### config.mk
export PLATFORM = sky130hd
export DESIGN_NAME = result_delay_flat
export DESIGN_NICKNAME = d
export VERILOG_FILES = /design/src/hw/odd_pipe_pkg.sv /design/src/hw/odd_result_if.sv /design/src/hw/result_delay.sv /design/src/flat_wrapper.sv
export SDC_FILE = /design/constraint.sdc
export NUM_CORES = 1
export LEC_CHECK = 0
export BUFFER_PORTS_ARGS = -buffer_cell sky130_fd_sc_hd__buf_2
export CORE_UTILIZATION = 48
export DETAILED_ROUTE_END_ITERATION = 7
export PLACE_DENSITY = 0.81
export SYNTH_ARGS = -nofsm -noshare
export SYNTH_HDL_FRONTEND = slang
export SYNTH_SLANG_ARGS = --single-unit
### constraint.sdc
create_clock -name clk -period 0.8 [get_ports clk]
set_clock_uncertainty 0.2 [all_clocks]
set_input_delay 0.04 -clock clk [delete_from_list [all_inputs] [get_ports clk]]
set_output_delay 0.04 -clock clk [all_outputs]
set_load 0.05 [all_outputs]
### src/hw/odd_pipe_pkg.sv
// Odd pipe package with widths, opcodes, the tagged result type and path latencies
package odd_pipe_pkg;

    // Datapath widths
    parameter int QUADWORD = 128;
    parameter int WORD = 32;
    parameter int BYTE = 8;

    // Instruction fields
    parameter int REG_ADDR_WIDTH = 7;
    parameter int UNIT_ID_WIDTH = 3;
    parameter int IMM7_WIDTH = 7;
    parameter int IMM10_WIDTH = 10;
    parameter int IMM16_WIDTH = 16;

    // Fixed issue-to-writeback latencies
    parameter int PERM_LATENCY = 3;
    parameter int LS_LATENCY = 6;

    typedef enum logic [4:0] {
        NOP,
        // Permute group
        SHLQBI,
        SHLQBII,
        SHLQBY,
        SHLQBYI,
        SHLQBYBI,
        ROTQBY,
        ROTQBYI,
        ROTQBI,
        ROTQBII,
        SHUFB,
        // Load/store group
        LQD,
        LQX,
        LQA,
        STQD,
        STQX,
        STQA
    } op_t;

    // Tagged write-back result with big-endian fields
    typedef struct packed {
        logic [0:UNIT_ID_WIDTH-1] unit_id;
        logic wr_en;
        logic [0:REG_ADDR_WIDTH-1] rt_addr;
        logic [0:QUADWORD-1] data;
    } result_t;

endpackage

### src/hw/odd_result_if.sv
// Odd result interface carrying one tagged write-back result between blocks
`timescale 1ns/1ps

interface odd_result_if;

    logic [0:odd_pipe_pkg::UNIT_ID_WIDTH-1] unit_id;
    logic wr_en;
    logic [0:odd_pipe_pkg::REG_ADDR_WIDTH-1] rt_addr;
    // Load data, permute result or stored value
    logic [0:odd_pipe_pkg::QUADWORD-1] data;

    modport source (
        output unit_id,
        output wr_en,
        output rt_addr,
        output data
    );

    modport sink (
        input unit_id,
        input wr_en,
        input rt_addr,
        input data
    );

endinterface

### src/hw/result_delay.sv
// Result delay line staging tagged results for a fixed number of cycles
`timescale 1ns/1ps

module result_delay #(
    parameter int DEPTH = 3
) (
    input  logic clk,
    input  logic reset,
    odd_result_if.sink in_res,
    odd_result_if.source out_res
);

    odd_pipe_pkg::result_t stages [0:DEPTH-1];
    odd_pipe_pkg::result_t in_word;

    assign in_word = {in_res.unit_id, in_res.wr_en, in_res.rt_addr, in_res.data};

    // One result enters every cycle and several are in flight
    always_ff @(posedge clk) begin
        if (reset) begin
            for (int i = 0; i < DEPTH; i++) begin
                stages[i] <= '0;
            end
        end else begin
            stages[0] <= in_word;
            for (int i = 1; i < DEPTH; i++) begin
                stages[i] <= stages[i-1];
            end
        end
    end

    assign out_res.unit_id = stages[DEPTH-1].unit_id;
    assign out_res.wr_en = stages[DEPTH-1].wr_en;
    assign out_res.rt_addr = stages[DEPTH-1].rt_addr;
    assign out_res.data = stages[DEPTH-1].data;

endmodule

### src/flat_wrapper.sv
// flat-port wrapper written by rule: the top's interface ports become plain ports
module result_delay_flat 
#(
    parameter int DEPTH = 3
)
  (clk, reset, in_res_unit_id, in_res_wr_en, in_res_rt_addr, in_res_data, out_res_unit_id, out_res_wr_en, out_res_rt_addr, out_res_data);
  odd_result_if in_res_i ();
  odd_result_if out_res_i ();
  input  logic clk;
  input  logic reset;
  input wire logic [$bits(in_res_i.unit_id)-1:0] in_res_unit_id;
  input wire logic [$bits(in_res_i.wr_en)-1:0] in_res_wr_en;
  input wire logic [$bits(in_res_i.rt_addr)-1:0] in_res_rt_addr;
  input wire logic [$bits(in_res_i.data)-1:0] in_res_data;
  output wire logic [$bits(out_res_i.unit_id)-1:0] out_res_unit_id;
  output wire logic [$bits(out_res_i.wr_en)-1:0] out_res_wr_en;
  output wire logic [$bits(out_res_i.rt_addr)-1:0] out_res_rt_addr;
  output wire logic [$bits(out_res_i.data)-1:0] out_res_data;
  assign in_res_i.unit_id = in_res_unit_id;
  assign in_res_i.wr_en = in_res_wr_en;
  assign in_res_i.rt_addr = in_res_rt_addr;
  assign in_res_i.data = in_res_data;
  assign out_res_unit_id = out_res_i.unit_id;
  assign out_res_wr_en = out_res_i.wr_en;
  assign out_res_rt_addr = out_res_i.rt_addr;
  assign out_res_data = out_res_i.data;
  result_delay #(.DEPTH(DEPTH)) u_core (.clk(clk), .reset(reset), .in_res(in_res_i), .out_res(out_res_i));
endmodule
==> results by group <==
Floorplan
  – Die area: 26200 sq um
  – Die Span X: 162 um
  – Die Ht: 162 um
  – I/O pin cnt: 280
  – Core ar.: 25100 sq um
  – # rows: 58
  – Starting density of the core: 48.9%

STA
  – Final worst setup slack: -0.466 ns
  – Fin. Hold Viols: 417
  – Slew margin rel.: 82.5%
  – Crit path time final: 1.27 ns
  – Measured slew at the worst slew-check pin: 0.263 ns
  – Hold WS: -0.409 ns
  – FMAX: 790 MHz
  – Unrepaired setup endpoints after global routing: yes
  – Final period utilization: 158%
  – Setup Viol. Count Final: 139
  – Max-slew violation count: 0

Clock tree
  – Clock sinks: 417
  – Post-CTS Hold Buffers: 139
  – Post-CTS Setup Bufs: 0
  – Num CTS Buffers: 40
  – CTS tree: yes
  – Clk_lat worst skew: 0.52 ns
  – Htree depth: 2
  – Clk buf depth: 3
  – Root buffer cell: clkbuf_16
  – Clock slew at reported path FFs: 0.06 ns

Routing
  – Post-Route WL: 26.1 mm
  – DRC: 0
  – DRT iter0 DRCs: 237
  – Via density per instance: 4.25
  – WL/cell: 15.6 um
  – Routed via count: 7129
  – Routed Antenna Nets: 0
  – Detailed Routing Iterations Pass 1: 4

Synth
  – Synth Register Bits: 417
  – Syn Inst Count: 1018
  – Register area share after synthesis: 68.0%
  – Synth top area cells: dfxtp_1, nor2b_1, buf_4
  – Syn_nets: 1159
  – Netlist area before placement: 12300 sq um
  – Number of synthesized flops with an enable pin: 0
  – Area leader, netlist: dfxtp_1
  – Top post-synthesis cells by count: dfxtp_1, nor2b_1, buf_4, buf_2, buf_6
  – Netlist cell types: 6
  – Ys flop type: dfxtp_1
  – Synth top area share: 68.0%
  – YS warnings: 0
  – FFs w/ async S/R, synth: 0%
  – Post-Syn Area per Cell: 12.1 sq um

Cells and area
  – Largest Register: u_core.stages
  – Filler cells: 1600
  – Nets@finish: 1453
  – Reg area: 8520 sq um
  – Max FFs per register: 417
  – Biggest registers after layout: u_core.stages: 417 flops
  – Fin area: 17300 sq um
  – Layout area overhead: 40.9%
  – Fraction of layout cells with a size suffix above 1: 37.3%
  – Area of the multi-input gates: 2620 sq um

Min path
  – Hold Startpoint: reset
  – WHS Endpoint: u_core.stages[0][397]
  – Hold Crit Class: in -> reg
  – Hold Path Depth: 2

Setup path
  – Type of origin of the critical path: flip-flop
  – Top Family by Delay on Critical Path: flip-flops
  – Crit. End Element: output pin
  – Crit path buffers/inverters: 1
  – Critical path class: reg -> out
  – Reg2reg start: u_core.stages[0][260]
  – Reg2reg setup slack: 0.01 ns
  – Critical Path Slowest Stage Cell: dfxtp_2
  – Crit-path max FO: 1
  – Worst EP arrival: 1.03 ns
  – Worst r2r dst: u_core.stages[0][399]
  – R2R depth: 1
  – Crit path cell chain: buf_8
  – Max incr delay on CP: 0.35 ns
  – Critical path data required time: 0.56 ns

Flow run
  – MaxCap Viol Count: 0

Global routing
  – GRT overflow: 0
  – Initial antenna violation count: 6
  – Total track usage: 19.6%
  – Vias in the first global route: 7857
  – First-pass GRT wire length: 39.3 mm
  – Largest net degree at the start of global routing: 71

Power and ir drop
  – Logic pwr share: 7.4%
  – Seq pwr share: 50.1%
  – Power density cells: 2530 nW/um^2
  – Peak VDD IR: 2390 uV
  – Psw: 9.37 mW
  – Pleak: 7.32 nW
  – Sw Share: 21.4%
  – Clk pwr share: 42.5%
  – Cell-internal power: 34.4 mW
  – Pwr Total: 43.8 mW

Placement
  – IO Port Bufs: 279
  – RePlAce Congestion: 0.778
  – DP Worst Slack: -0.160 ns
  – HPWL Detailed: 12.8 mm
  – Placed cell areas: 13200 sq um

Outcome
  – Violated checks: hold timing, setup timing
  – Status: finished with violations
-- kinds of logic after synthesis --
group / after synthesis / share of synthesized area [%]
DFF: 417 / 68.0
and+or+nand+nor: 417 / 21.2
buffers and inverters: 184 / 10.8
-- power groups by stage --
stage / clock, mW / combinational, mW / sequential [mW]
final: 18.6 / 3.24 / 21.9
after detailed placement: 0 / 2.27 / 22.2
after global routing: 20.0 / 3.43 / 22.0
after CTS: 18.8 / 3.13 / 21.9
after floorplan: 0 / 1.84 / 22.2
after global placement: 0 / 2.22 / 22.2
-- worst max path at each step --
| stage | start | endpoint | cells after the start |
|---|---|---|---|
| floorplan | reset | u_core.stages[0][254] | 4 |
| global placement | reset | u_core.stages[0][376] | 3 |
| detailed placement | reset | u_core.stages[0][110] | 3 |
| CTS | u_core.stages[0][317] | out_res_data[39] | 1 |
| global route | u_core.stages[0][398] | out_res_data[120] | 1 |
| finish | u_core.stages[0][398] | out_res_data[120] | 1 |
-- stage by stage --
| stage | TNS [ns] | hold slack, ns | std cells | util [%] |
|---|---|---|---|---|
| 5_1_grt | -64.78 | -0.419 | 1676 | 68.9 |
| 4_1_cts | -62.84 | -0.424 | 1672 | 68.4 |
| 3_3_place_gp | -37.96 | 0.0468 | 1461 | 52.4 |
| 2_1_floorplan | -1.63 | -0.0318 | 1018 | - |
| 6_report | -59.94 | -0.409 | 1677 | 68.9 |
| 3_5_place_dp | -45.76 | 0.0516 | 1461 | 52.4 |
-- metal layers --
layer | global-route usage, % | vias up | routed length (um) | part of all wire, %
met5 | 0 | - | 8 | 0.031
met4 | 14.8 | 2 | 1970 | 7.5
met3 | 4.52 | 123 | 1270 | 4.9
met2 | 37.6 | 247 | 14100 | 54
met1 | 17.7 | 3248 | 8700 | 33
li1 | - | 3509 | - | -
-- cell usage in the layout, fill, tap and decap left out --
master / synthesis / final
inv_6: 0 / 2
buf_8: 0 / 119
nor2b_1: 417 / 414
nor2b_2: 0 / 3
dfxtp_2: 0 / 139
diode_2: 0 / 5
clkinv_2: 0 / 3
clkinvlp_4: 0 / 2
dlygate4sd3_1: 0 / 139
clkbuf_1: 1 / 11
buf_2: 23 / 139
buf_6: 2 / 11
buf_12: 0 / 17
bufinv_16: 0 / 2
clkinv_4: 0 / 1
clkbuf_8: 0 / 10
dfxtp_1: 417 / 278
clkbuf_16: 0 / 41
buf_4: 158 / 11
-- area by class of cell --
cell class | count | area share [%]
antenna | 5 | 0.0723
clock buffer | 62 | 6.96
clock inverter | 10 | 0.672
multi-input combinational | 417 | 15.1
sequential | 417 | 49.2
tap | 330 | 2.39
timing repair buffer | 436 | 25.5
-- what timing repair did --
action / in CTS / in global routing
resized for setup: 485 / 32
setup endpoints to repair: 139 / 142
hold endpoints to repair: 417 / 417
No activity file was read; power rests on OpenSTA's default activity.
